<file path="config.mk">
export PLATFORM = sky130hd
export DESIGN_NAME = vcfg_unit
export DESIGN_NICKNAME = d
export VERILOG_FILES = /design/src/hw/vcfg_pkg.sv /design/src/hw/vlmax_calc.sv /design/src/hw/vl_grant.sv /design/src/hw/vcfg_queue_store.sv /design/src/hw/vcfg_ctrl.sv /design/src/hw/vcfg_unit.sv
export SDC_FILE = /design/constraint.sdc
export NUM_CORES = 1
export LEC_CHECK = 0
export BUFFER_PORTS_ARGS = -buffer_cell sky130_fd_sc_hd__buf_2
export CAP_MARGIN = 20
export CORE_MARGIN = 10
export CORE_UTILIZATION = 55
export DETAILED_ROUTE_END_ITERATION = 7
export PLACE_DENSITY = 0.77
export REMOVE_ABC_BUFFERS = 1
export SETUP_SLACK_MARGIN = 0.5
export SLEW_MARGIN = 10
export SYNTH_ARGS = -nofsm -noshare
export SYNTH_HDL_FRONTEND = slang
export SYNTH_SLANG_ARGS = --single-unit
</file>
<file path="constraint.sdc">
create_clock -name clk_i -period 6 [get_ports clk_i]
set_input_delay 0.3 -clock clk_i [delete_from_list [all_inputs] [get_ports clk_i]]
set_output_delay 0.3 -clock clk_i [all_outputs]
set_load 0.1 [all_outputs]
</file>
<file path="src/hw/vcfg_pkg.sv">
`default_nettype none

package vcfg_pkg;

    // vector register geometry
    localparam int unsigned VLEN         = 512;
    localparam int unsigned VMAXELEM_LOG = 6;     // 512 / 8 = 64 elements

    // speculative configuration queue
    localparam int unsigned VCFG_QUEUE_DEPTH = 4;
    localparam int unsigned VCFG_IDX_W       = 2;
    localparam int unsigned VCFG_CNT_W       = VCFG_IDX_W + 1;  // holds 0..depth

    // vector length, wide enough to hold VLMAX itself
    typedef logic [VMAXELEM_LOG:0] vl_t;

    // avl operand from the scalar register file
    typedef logic [63:0] avl_t;

    // raw vtype field
    // [2:0] vlmul, [5:3] vsew, [6] vta, [7] vma, [10:8] reserved
    typedef logic [10:0] vtype_t;

    // queue entry index and occupancy
    typedef logic [VCFG_IDX_W-1:0] cfg_idx_t;
    typedef logic [VCFG_CNT_W-1:0] cfg_cnt_t;

    // how the avl operand is interpreted
    typedef enum logic [1:0] {
        AVL_REG  = 2'd0,   // use the register value
        AVL_MAX  = 2'd1,   // rs1 = x0, rd != x0
        AVL_KEEP = 2'd2    // rs1 = x0, rd = x0
    } avl_mode_e;

endpackage

`default_nettype wire

</file>
<file path="src/hw/vlmax_calc.sv">
`default_nettype none

module vlmax_calc (
    input  vcfg_pkg::vtype_t vtype_i,
    output vcfg_pkg::vl_t    vlmax_o,
    output logic [2:0]       sew_o
);

    import vcfg_pkg::*;

    localparam vl_t ELEM_BASE = vl_t'(VLEN / 8);  // element count at sew 8, lmul 1

    logic [2:0] vsew;
    logic [2:0] vlmul;
    vl_t        sew_scaled;

    assign vsew  = vtype_i[5:3];
    assign vlmul = vtype_i[2:0];

    // vsew is already log2(sew / 8)
    assign sew_o = vsew;

    assign sew_scaled = ELEM_BASE >> vsew;

    always_comb begin
        case (vlmul)
            3'b101:  vlmax_o = sew_scaled >> 3;  // lmul 1/8
            3'b110:  vlmax_o = sew_scaled >> 2;  // lmul 1/4
            3'b111:  vlmax_o = sew_scaled >> 1;  // lmul 1/2
            default: vlmax_o = sew_scaled;       // lmul 1, larger ones are illegal
        endcase
    end

endmodule

`default_nettype wire

</file>
<file path="src/hw/vl_grant.sv">
`default_nettype none

module vl_grant (
    input  vcfg_pkg::vtype_t    vtype_i,
    input  vcfg_pkg::avl_t      avl_i,
    input  vcfg_pkg::avl_mode_e avl_mode_i,
    input  vcfg_pkg::vl_t       vlmax_i,
    input  vcfg_pkg::vl_t       cur_vl_i,
    output vcfg_pkg::vl_t       vl_o,
    output logic                vill_o,
    output logic                narrow_wide_o
);

    import vcfg_pkg::*;

    logic [2:0] vlmul;
    logic [2:0] vsew;
    logic       vta;
    logic [2:0] reserved;

    avl_t vlmax_ext;
    avl_t vlmax_dbl;
    avl_t avl_half_up;
    vl_t  vl_req;

    assign vlmul    = vtype_i[2:0];
    assign vsew     = vtype_i[5:3];
    assign vta      = vtype_i[6];
    assign reserved = vtype_i[10:8];

    assign vlmax_ext   = avl_t'(vlmax_i);
    assign vlmax_dbl   = vlmax_ext << 1;
    assign avl_half_up = (avl_i >> 1) + avl_t'(avl_i[0]);  // ceil(avl / 2)

    // requested length before the legality check
    always_comb begin
        case (avl_mode_i)
            AVL_MAX:  vl_req = vlmax_i;
            AVL_KEEP: vl_req = cur_vl_i;
            default: begin
                if (avl_i <= vlmax_ext) begin
                    vl_req = vl_t'(avl_i);
                end else if (avl_i <= vlmax_dbl) begin
                    vl_req = vl_t'(avl_half_up);  // split evenly over two strips
                end else begin
                    vl_req = vlmax_i;
                end
            end
        endcase
    end

    // unsupported tail policy or sew/lmul pair
    always_comb begin
        vill_o = 1'b0;
        if (reserved != 3'b000) begin
            vill_o = 1'b1;
        end
        if (!vta) begin
            vill_o = 1'b1;   // only tail agnostic is supported
        end
        if (vsew > 3'd3) begin
            vill_o = 1'b1;
        end
        if ((vlmul != 3'b000) && (vlmul <= 3'd4)) begin
            vill_o = 1'b1;   // integer lmul > 1 or reserved encoding
        end
        if (vlmul[2] && (vlmul[1:0] != 2'b00) && ({1'b0, vlmul[1:0]} <= vsew)) begin
            vill_o = 1'b1;   // fraction too small for this sew
        end
    end

    assign vl_o = vill_o ? '0 : vl_req;

    assign narrow_wide_o = vlmul[2] || (vl_o <= (vlmax_i >> 1));

endmodule

`default_nettype wire

</file>
<file path="src/hw/vcfg_queue_store.sv">
`default_nettype none

module vcfg_queue_store (
    input  logic               clk_i,
    input  logic               rst_i,
    input  logic               wr_en_i,
    input  vcfg_pkg::cfg_idx_t wr_idx_i,
    input  vcfg_pkg::vl_t      wr_vl_i,
    input  vcfg_pkg::vl_t      wr_vlmax_i,
    input  vcfg_pkg::vtype_t   wr_vtype_i,
    input  logic               wr_vill_i,
    input  logic               wr_nw_i,
    input  logic               commit_en_i,
    input  vcfg_pkg::cfg_idx_t commit_idx_i,
    input  logic               restore_committed_i,
    input  vcfg_pkg::cfg_idx_t rd_idx_i,
    output vcfg_pkg::vl_t      cur_vl_o,
    output vcfg_pkg::vl_t      cur_vlmax_o,
    output vcfg_pkg::vtype_t   cur_vtype_o,
    output logic               cur_vill_o,
    output logic               cur_nw_o,
    output vcfg_pkg::vl_t      committed_vl_o,
    output logic               committed_vill_o
);

    import vcfg_pkg::*;

    // speculative entries
    vl_t    entry_vl    [VCFG_QUEUE_DEPTH];
    vl_t    entry_vlmax [VCFG_QUEUE_DEPTH];
    vtype_t entry_vtype [VCFG_QUEUE_DEPTH];
    logic   entry_vill  [VCFG_QUEUE_DEPTH];
    logic   entry_nw    [VCFG_QUEUE_DEPTH];

    // architectural copy
    vl_t    cmt_vl;
    vl_t    cmt_vlmax;
    vtype_t cmt_vtype;
    logic   cmt_vill;
    logic   cmt_nw;

    logic   sel_committed;  // current view comes from the committed copy

    always_ff @(posedge clk_i) begin
        if (wr_en_i) begin
            entry_vl[wr_idx_i]    <= wr_vl_i;
            entry_vlmax[wr_idx_i] <= wr_vlmax_i;
            entry_vtype[wr_idx_i] <= wr_vtype_i;
            entry_vill[wr_idx_i]  <= wr_vill_i;
            entry_nw[wr_idx_i]    <= wr_nw_i;
        end
    end

    always_ff @(posedge clk_i) begin
        if (rst_i) begin
            cmt_vl        <= '0;
            cmt_vlmax     <= '0;
            cmt_vtype     <= '0;
            cmt_vill      <= 1'b1;   // no legal config until the first vset retires
            cmt_nw        <= 1'b0;
            sel_committed <= 1'b1;
        end else begin
            if (commit_en_i) begin
                cmt_vl    <= entry_vl[commit_idx_i];    // head moves to arch state
                cmt_vlmax <= entry_vlmax[commit_idx_i];
                cmt_vtype <= entry_vtype[commit_idx_i];
                cmt_vill  <= entry_vill[commit_idx_i];
                cmt_nw    <= entry_nw[commit_idx_i];
            end
            if (restore_committed_i) begin
                sel_committed <= 1'b1;
            end else if (wr_en_i) begin
                sel_committed <= 1'b0;   // youngest entry is valid again
            end
        end
    end

    assign cur_vl_o    = sel_committed ? cmt_vl    : entry_vl[rd_idx_i];
    assign cur_vlmax_o = sel_committed ? cmt_vlmax : entry_vlmax[rd_idx_i];
    assign cur_vtype_o = sel_committed ? cmt_vtype : entry_vtype[rd_idx_i];
    assign cur_vill_o  = sel_committed ? cmt_vill  : entry_vill[rd_idx_i];
    assign cur_nw_o    = sel_committed ? cmt_nw    : entry_nw[rd_idx_i];

    assign committed_vl_o   = cmt_vl;
    assign committed_vill_o = cmt_vill;

endmodule

`default_nettype wire

</file>
<file path="src/hw/vcfg_ctrl.sv">
`default_nettype none

module vcfg_ctrl (
    input  logic               clk_i,
    input  logic               rst_i,
    input  logic               vset_valid_i,
    input  logic               commit_i,
    input  logic               recover_commit_i,
    input  logic               recover_mispredict_i,
    input  vcfg_pkg::cfg_idx_t mispredict_idx_i,
    output logic               wr_en_o,
    output vcfg_pkg::cfg_idx_t wr_idx_o,
    output logic               commit_en_o,
    output vcfg_pkg::cfg_idx_t commit_idx_o,
    output vcfg_pkg::cfg_idx_t rd_idx_o,
    output logic               restore_committed_o,
    output logic               full_o
);

    import vcfg_pkg::*;

    localparam cfg_cnt_t CNT_FULL = cfg_cnt_t'(VCFG_QUEUE_DEPTH);

    cfg_idx_t head;
    cfg_idx_t tail;
    cfg_cnt_t count;

    logic     any_recover;
    logic     empty;
    cfg_idx_t mp_span;      // entries from head up to the mispredict index, minus one
    cfg_cnt_t cnt_inc;
    cfg_cnt_t cnt_dec;

    assign any_recover = recover_commit_i || recover_mispredict_i;
    assign empty       = (count == '0);
    assign full_o      = (count == CNT_FULL);

    // recoveries win over regular traffic
    assign wr_en_o     = vset_valid_i && !full_o && !any_recover;  // dropped when full
    assign commit_en_o = commit_i && !empty && !any_recover;

    assign restore_committed_o = recover_commit_i;

    assign wr_idx_o     = tail;
    assign commit_idx_o = head;
    assign rd_idx_o     = tail - cfg_idx_t'(1);   // last written entry

    assign mp_span = mispredict_idx_i - head;
    assign cnt_inc = cfg_cnt_t'(wr_en_o);
    assign cnt_dec = cfg_cnt_t'(commit_en_o);

    always_ff @(posedge clk_i) begin
        if (rst_i) begin
            head  <= '0;
            tail  <= '0;
            count <= '0;
        end else if (recover_commit_i) begin
            head  <= tail;   // drop all speculative entries
            count <= '0;
        end else if (recover_mispredict_i) begin
            tail  <= mispredict_idx_i + cfg_idx_t'(1);
            count <= cfg_cnt_t'(mp_span) + cfg_cnt_t'(1);
        end else begin
            if (wr_en_o) begin
                tail <= tail + cfg_idx_t'(1);
            end
            if (commit_en_o) begin
                head <= head + cfg_idx_t'(1);
            end
            count <= count + cnt_inc - cnt_dec;  // write and commit may pair up
        end
    end

endmodule

`default_nettype wire

</file>
<file path="src/hw/vcfg_unit.sv">
`default_nettype none

module vcfg_unit (
    input  logic                clk_i,
    input  logic                rst_i,
    input  logic                vset_valid_i,
    input  vcfg_pkg::vtype_t    vtype_i,
    input  vcfg_pkg::avl_t      avl_i,
    input  vcfg_pkg::avl_mode_e avl_mode_i,
    input  logic                commit_i,
    input  logic                recover_commit_i,
    input  logic                recover_mispredict_i,
    input  vcfg_pkg::cfg_idx_t  mispredict_idx_i,
    output vcfg_pkg::vl_t       vl_o,
    output vcfg_pkg::vl_t       vlmax_o,
    output logic                vill_o,
    output logic [2:0]          sew_o,
    output logic [2:0]          vlmul_o,
    output logic                vma_o,
    output logic                vta_o,
    output logic                narrow_wide_o,
    output vcfg_pkg::vl_t       committed_vl_o,
    output logic                committed_vill_o,
    output vcfg_pkg::cfg_idx_t  vset_idx_o,
    output logic                full_o
);

    import vcfg_pkg::*;

    vl_t      new_vlmax;
    vl_t      new_vl;
    logic     new_vill;
    logic     new_nw;
    logic [2:0] new_sew;
    vtype_t   new_vtype;

    logic     wr_en;
    cfg_idx_t wr_idx;
    logic     commit_en;
    cfg_idx_t commit_idx;
    cfg_idx_t rd_idx;
    logic     restore_committed;

    vtype_t   cur_vtype;

    vlmax_calc vlmax_calc_i (
        .vtype_i (vtype_i),
        .vlmax_o (new_vlmax),
        .sew_o   (new_sew)
    );

    vl_grant vl_grant_i (
        .vtype_i       (vtype_i),
        .avl_i         (avl_i),
        .avl_mode_i    (avl_mode_i),
        .vlmax_i       (new_vlmax),
        .cur_vl_i      (vl_o),
        .vl_o          (new_vl),
        .vill_o        (new_vill),
        .narrow_wide_o (new_nw)
    );

    // an illegal vtype is stored cleared, only vill survives
    assign new_vtype = new_vill ? '0 : {vtype_i[10:6], new_sew, vtype_i[2:0]};

    vcfg_ctrl vcfg_ctrl_i (
        .clk_i                (clk_i),
        .rst_i                (rst_i),
        .vset_valid_i         (vset_valid_i),
        .commit_i             (commit_i),
        .recover_commit_i     (recover_commit_i),
        .recover_mispredict_i (recover_mispredict_i),
        .mispredict_idx_i     (mispredict_idx_i),
        .wr_en_o              (wr_en),
        .wr_idx_o             (wr_idx),
        .commit_en_o          (commit_en),
        .commit_idx_o         (commit_idx),
        .rd_idx_o             (rd_idx),
        .restore_committed_o  (restore_committed),
        .full_o               (full_o)
    );

    vcfg_queue_store vcfg_queue_store_i (
        .clk_i               (clk_i),
        .rst_i               (rst_i),
        .wr_en_i             (wr_en),
        .wr_idx_i            (wr_idx),
        .wr_vl_i             (new_vl),
        .wr_vlmax_i          (new_vlmax),
        .wr_vtype_i          (new_vtype),
        .wr_vill_i           (new_vill),
        .wr_nw_i             (new_nw),
        .commit_en_i         (commit_en),
        .commit_idx_i        (commit_idx),
        .restore_committed_i (restore_committed),
        .rd_idx_i            (rd_idx),
        .cur_vl_o            (vl_o),
        .cur_vlmax_o         (vlmax_o),
        .cur_vtype_o         (cur_vtype),
        .cur_vill_o          (vill_o),
        .cur_nw_o            (narrow_wide_o),
        .committed_vl_o      (committed_vl_o),
        .committed_vill_o    (committed_vill_o)
    );

    assign vset_idx_o = wr_idx;   // slot the next vset lands in

    assign vlmul_o = cur_vtype[2:0];
    assign sew_o   = cur_vtype[5:3];
    assign vta_o   = cur_vtype[6];
    assign vma_o   = cur_vtype[7];

endmodule

`default_nettype wire

</file>
==> impl_metrics.csv, run 1 <==
group,metric,value,unit
synth,yosysTopAreaCellShare,0.402,
detailed_routing,drcViolationCount,0,
sta,post-route-min-period,5.04,ns
sta,slew_headroom,0.405,
setup_path,cp-end-kind,"register",
synth,synth_seq_area_share,0.491,
setup_path,reg2reg_to,"vcfg_queue_store_i.entry_nw[2]$_DFFE_PP_",
setup_path,startpoint_type,"input pin",
synth,synth_cells,549,
clocking,cts_htree_levels,4,
sta,hold_violations,0,
detailed_routing,dr.pass1.iters,5,
detailed_routing,drt_iter0_drc,481,
synth,synth-edff-count,96,
place,place_area,7950,um^2
global_route,globalRouteTotalUtil,0.213,
clocking,clk_latency,0.42,ns
floorplanning,rows,41,
setup_path,arrival,5.17,ns
global_route,grt_max_degree,33,
final_layout,drive_gt1_frac,0.368,
power_and_ir_drop,vdd.ir_drop.worst,0.230,mV
detailed_routing,wirelength,18.8,mm
final_layout,antenna_cells,0,
setup_path,reg2reg_slack,1.78,ns
sta,setup_violations,0,
setup_path,cp.required,6.13,ns
final_layout,area_growth,19.1,%
place,dp.final_hpwl,12.5,mm
global_route,grt_pass1_wl,30.0,mm
synth,ys_ff_latch,128,
final_layout,layout_common_cells,"buf_2 (119), edfxtp_1 (96), nand2_1 (63), mux4_2 (48), a21oi_1 (38)",
flow_run,max_cap_violations,0,
power_and_ir_drop,p_leak,3.26,nW
place,port_buffers,119,
global_route,antenna_found_initial,0,
place,gp_congestion,0.884,
clocking,cts_tree,"yes",
clocking,clk_pin_slew_worst_paths,0.05,ns
global_route,grt_pass1_vias,5616,
detailed_routing,wire_per_inst,21.9,um
synth,netlist_top_cells_area,"edfxtp_1 (40%), mux4_2 (15%), dfxtp_1 (8.9%)",
power_and_ir_drop,power,2.31,mW
floorplanning,die-height,134,um
synth,ys_warn_count,0,
detailed_routing,vias_per_cell,6.18,
floorplanning,die_area,18000,um^2
setup_path,ff2ff_path_depth,13,
outcome,status,"finished clean",
clocking,cts_root_buffer,"clkbuf_16",
sta,fin_setup_tns,0,ns
sta,rsz0062_at_grt,"false",
synth,synth.avg_cell_area,13.1,um^2
floorplanning,die_w,134,um
setup_path,worstSetupPathType,"in2reg",
detailed_routing,vias,5299,
sta,fin_crit_sh,0.841,
clocking,cts_setup_buffers,0,
sta,final.setup_skew,0.00827,ns
sta,slew_viol_final,0,
clocking,cts_resized,0,
clocking,cts_buffers,17,
final_layout,final_common_cell,"buf_2",
detailed_routing,antenna_left,0,
clocking,clockBufferDepth,2,
floorplanning,start_util,0.564,
floorplanning,fp.coreArea,12700,um^2
global_route,grt_overflow,0,
min_path,hold_path.class,"in2reg",
synth,synth_top_cell_by_area,"edfxtp_1",
final_layout,nets,789,
final_layout,final_area,8550,um^2
sta,fmax,198,MHz
setup_path,worstPathMaxFanout,11,
sta,worst_pin_slew,0.893,ns
setup_path,endpoint,"vcfg_queue_store_i.entry_nw[2]$_DFFE_PP_",
synth,synthFlopType,"edfxtp_1",
setup_path,startpoint,"vtype_i[4]",
floorplanning,pin_count,120,
clocking,clock-sinks,128,
power_and_ir_drop,powerDensity,271,nW/um^2
final_layout,nFillCells,919,
synth,synthArstFlopShare,0,
clocking,postCtsHoldBufs,0,
synth,synth.distinct_cells,66,
setup_path,reg2reg_from,"vcfg_ctrl_i.wr_idx_o[1]$_SDFFE_PP0P_",
synth,synth_area,7170,um^2
## cells in the mapped netlist (5+ instances only)
cell / number
and2_1: 8
inv_1: 22
mux4_2: 48
xor2_1: 5
nor3_1: 7
nor2_1: 7
ha_1: 31
nand2_1: 63
a21o_1: 5
nor4_1: 16
edfxtp_1: 96
mux2_2: 26
o21ai_0: 5
clkbuf_1: 23
mux2i_1: 13
a221oi_1: 6
a211oi_1: 10
a21oi_1: 38
dfxtp_1: 32
nand3_1: 5
xnor2_1: 9
## critical path, cell delays in order
cell and delay (ns):
buf_2 0.18, inv_1 0.13, nor4b_1 0.32, a22oi_1 0.11
o32ai_1 0.45, inv_1 0.26, ha_1 0.39, o21ai_0 0.09
o31ai_1 0.24, o21ai_1 0.14, a2bb2oi_2 0.43, mux2_2 0.24
mux2i_1 0.06, a211oi_1 0.60, ha_1 0.26, a21o_1 0.08
a21oi_1 0.06, o21ai_0 0.16, o21a_1 0.16, a21oi_1 0.05
a311o_1 0.42
## power breakdown
part	internal (mW)	switching, mW
registers	0.965	0.0104
clock network	0.628	0.365
logic	0.131	0.214
total	1.72	0.589
## worst min path at each step
stage                                                      start                                           end  depth (start not counted)
floorplan                                                  rst_i        vcfg_queue_store_i.cmt_nw$_SDFFE_PP0P_                          1
global placement    vcfg_queue_store_i.cmt_vlmax[5]$_SDFFE_PP0P_  vcfg_queue_store_i.cmt_vlmax[5]$_SDFFE_PP0P_                          2
detailed placement  vcfg_queue_store_i.cmt_vlmax[4]$_SDFFE_PP0P_  vcfg_queue_store_i.cmt_vlmax[4]$_SDFFE_PP0P_                          2
CTS                                             recover_commit_i               vcfg_ctrl_i.count[2]$_SDFF_PP0_                          2
global route                                    recover_commit_i               vcfg_ctrl_i.count[2]$_SDFF_PP0_                          2
finish                                          recover_commit_i               vcfg_ctrl_i.count[2]$_SDFF_PP0_                          2
## kinds of logic (layout without fill, tap and decap cells)
| logic type | count (synthesis) | in the layout | synth area share |
|---|---|---|---|
| buffers and inverters | 58 | 191 | 0.0328 |
| muxes | 87 | 87 | 0.210 |
| other | 1 | 4 | 0.000523 |
| AOI/OAI and AO/OA | 89 | 89 | 0.0874 |
| xor gates and xnor gates | 14 | 14 | 0.0171 |
| and+or+nand+nor | 138 | 138 | 0.102 |
| adders and majority gates | 34 | 34 | 0.0598 |
| DFF | 128 | 128 | 0.491 |
## flip-flops by register name (all words and copies together), names as in the netlist
name and cells:
vcfg_ctrl_i.count 3, vcfg_queue_store_i.entry_vtype 32, vcfg_queue_store_i.entry_vlmax 28, vcfg_queue_store_i.entry_vill 4, vcfg_queue_store_i.committed_vl_o 7, vcfg_queue_store_i.entry_vl 28
vcfg_queue_store_i.cmt_vlmax 7, vcfg_queue_store_i.sel_committed 1, vcfg_queue_store_i.cmt_vtype 8, vcfg_ctrl_i.commit_idx_o 2, vcfg_ctrl_i.wr_idx_o 2, vcfg_queue_store_i.cmt_nw 1
vcfg_queue_store_i.entry_nw 4, vcfg_queue_store_i.committed_vill_o 1
## through the flow
stage / setup WS (ns) / utilization / hold WS (ns) / std cells
floorplan: 0.192 / - / 0.369 / 520
global placement: 1.03 / 0.625 / 0.438 / 823
detailed placement: 0.818 / 0.625 / 0.443 / 823
CTS: 1.14 / 0.670 / 0.227 / 855
global route: 0.591 / 0.672 / 0.262 / 857
finish: 0.956 / 0.672 / 0.245 / 857
## routing by layer
layer / routed length, um / global-route usage / up-vias
met2: 9660 / 0.378 / 266
met1: 7130 / 0.236 / 2609
met4: 380 / 0.0840 / 0
li1: - / - / 2388
met3: 1630 / 0.0579 / 36
met5: 0 / 0 / -
## final cells by class
class,count,area (um^2),share of cell area
Sequential cell,128,3520,0.412
Multi-Input combinational cell,366,3430,0.401
Timing Repair Buffer,133,706,0.0826
Clock buffer,21,460,0.0539
Tap cell,172,215,0.0252
Clock inverter,11,115,0.0135
Inverter,26,97.6,0.0114
Power figures use the tool's default switching activity.
==> inputs of run 2 (changes only) <==
- CORE_UTILIZATION: 55 -> 51
- PLACE_DENSITY: 0.77 -> 0.75
- clock period: 6 -> 4.23 ns (I/O delays scaled with it)
==> impl_metrics.csv, run 2 (synthesis results as in run 1) <==
group,metric,value,unit
floorplanning,die_area,19200,um^2
sta,rsz0062_at_grt,"true",
setup_path,crit_cells,25,
place,gp_congestion,0.849,
clocking,cts_htree_levels,4,
sta,fin_crit_sh,0.905,
final_layout,register_area,3520,um^2
global_route,antenna_found_initial,0,
floorplanning,rows,43,
sta,setup_violations,0,
global_route,grt_overflow,0,
final_layout,largest_reg_flops,32,
floorplanning,die_w,139,um
global_route,grt_max_degree,33,
sta,fin_setup_tns,0,ns
clocking,clk_pin_slew_worst_paths,0.05,ns
detailed_routing,wirelength,19.6,mm
sta,slew_headroom,0.540,
global_route,globalRouteTotalUtil,0.198,
setup_path,path_common_cell,"buf_6",
min_path,hold_path.class,"in2reg",
clocking,clk_latency,0.41,ns
sta,hold_ws,0.163,ns
setup_path,cp.buffers_inverters,6,
setup_path,cp-end-kind,"register",
floorplanning,die-height,139,um
final_layout,area_growth,29.6,%
final_layout,nFillCells,957,
place,port_buffers,119,
setup_path,worstPathMaxFanout,5,
setup_path,critPathTopFamily,"compound AO/OA/AOI/OAI gates",
sta,worst_pin_slew,0.689,ns
floorplanning,start_util,0.519,
detailed_routing,vias,5518,
detailed_routing,antenna_left,0,
global_route,grt_pass1_vias,6019,
final_layout,final_common_cell,"buf_2",
power_and_ir_drop,p_leak,3.60,nW
power_and_ir_drop,powerDensity,362,nW/um^2
setup_path,startpoint_type,"input pin",
sta,post-route-min-period,3.83,ns
detailed_routing,dr.pass1.iters,5,
detailed_routing,wire_per_inst,21.3,um
global_route,grt_pass1_wl,30.8,mm
setup_path,slowest_stage,"ha_1",
clocking,cts_tree,"yes",
sta,hold_violations,0,
clocking,clock-sinks,128,
setup_path,slowest_delay,0.35,ns
min_path,hold_path_depth,2,
setup_path,ff2ff_path_depth,13,
floorplanning,pin_count,120,
detailed_routing,vias_per_cell,6.01,
final_layout,multiInputGateArea,3730,um^2
clocking,postCtsHoldBufs,0,
final_layout,largestRegisters,"vcfg_queue_store_i.entry_vtype (32), vcfg_queue_store_i.entry_vl (28), vcfg_queue_store_i.entry_vlmax (28)",
final_layout,nets,842,
setup_path,cp.required,4.36,ns
power_and_ir_drop,vdd.ir_drop.worst,0.308,mV
final_layout,antenna_cells,0,
clocking,cts_root_buffer,"clkbuf_16",
sta,final.setup_skew,0.00852,ns
final_layout,max_flop_register,"vcfg_queue_store_i.entry_vtype",
sta,fmax,261,MHz
floorplanning,fp.coreArea,13800,um^2
final_layout,drive_gt1_frac,0.466,
setup_path,worstSetupPathType,"in2reg",
setup_path,arrival,3.96,ns
place,dp.final_hpwl,13.1,mm
final_layout,layout_common_cells,"buf_2 (116), edfxtp_1 (96), nand2_1 (60), buf_4 (59), mux4_2 (48)",
outcome,status,"finished clean",
flow_run,max_cap_violations,0,
detailed_routing,drcViolationCount,0,
clocking,cts_buffers,17,
sta,slew_viol_final,0,
clocking,clockBufferDepth,2,
detailed_routing,drt_iter0_drc,478,
==> run 2: cell count changes in the layout (fill, tap and decap cells not counted), sizes merged <==
cell / before / now
clkbuf: 22 / 30
buf: 132 / 183
inv: 25 / 24
clkinv: 8 / 3
==> run 2: layout make-up <==
cell class | count | share of cell area
inverter | 26 | 0.0112
clock buffer | 27 | 0.0541
tap | 180 | 0.0242
sequential | 128 | 0.379
multi-input combinational | 366 | 0.401
clock inverter | 5 | 0.00821
timing repair buffer | 186 | 0.123
==> run 2: routing by layer <==
| metal | vias to the layer above | GRT usage | part of all wire |
|---|---|---|---|
| li1 | 2486 | - | - |
| met1 | 2714 | 0.229 | 0.38 |
| met2 | 286 | 0.347 | 0.51 |
| met3 | 32 | 0.0510 | 0.087 |
| met4 | 0 | 0.0710 | 0.019 |
| met5 | - | 0 | 0 |
==> run 2: path summary, 6_finish.rpt <==
| check | startpoint | to | slack, ns |
|---|---|---|---|
| max | vtype_i[0] | vcfg_queue_store_i.entry_nw[3]$_DFFE_PP_ | 0.40 |
| min | recover_commit_i | vcfg_ctrl_i.count[1]$_SDFF_PP0_ | 0.16 |
| min reg2reg | vcfg_queue_store_i.cmt_vtype[7]$_SDFFE_PP0P_ | vcfg_queue_store_i.cmt_vtype[7]$_SDFFE_PP0P_ | 0.46 |
| max reg2reg | vcfg_ctrl_i.wr_idx_o[1]$_SDFFE_PP0P_ | vcfg_queue_store_i.entry_nw[3]$_DFFE_PP_ | 0.51 |
==> run 2: report_power, final <==
part | internal, mW | total (mW) | switching (mW)
Sequential | 1.37 | 1.38 | 0.0146
Clock | 0.927 | 1.42 | 0.495
Combinational | 0.226 | 0.558 | 0.332
==> run 2: timing repair <==
action / CTS / global route
setup buffers: 16 / 6
gates resized for setup: 36 / 31
pin swaps: 24 / 27
endpoints found under the hold margin: 0 / 0
endpoints found under the setup margin: 4 / 4
==> run 2: worst register-to-register path, stage by stage, from the launching register on <==
cell and delay, ns:
dfxtp_1 0.41, inv_1 0.12, ha_1 0.49, buf_4 0.25, mux4_2 0.32, mux2_2 0.32
a221oi_1 0.31, a211oi_1 0.13, ha_1 0.36, a21oi_2 0.06, o21ai_1 0.12, o21a_1 0.16
inv_1 0.04, a311o_1 0.35
==> run 2: metrics by stage <==
| stage | total power [mW] | std cells | worst slack [ns] | area, um^2 | util |
|---|---|---|---|---|---|
| 6_report | 3.36 | 918 | 0.404 | 9300 | 0.673 |
| 5_1_grt | 3.47 | 918 | 0.288 | 9300 | 0.673 |
| 4_1_cts | 3.35 | 911 | 0.469 | 9100 | 0.658 |
| 3_5_place_dp | 1.91 | 863 | -0.281 | 8200 | 0.593 |
| 3_3_place_gp | 1.90 | 863 | -0.148 | 8200 | 0.593 |
| 2_1_floorplan | 1.75 | 520 | -1.58 | 7050 | - |
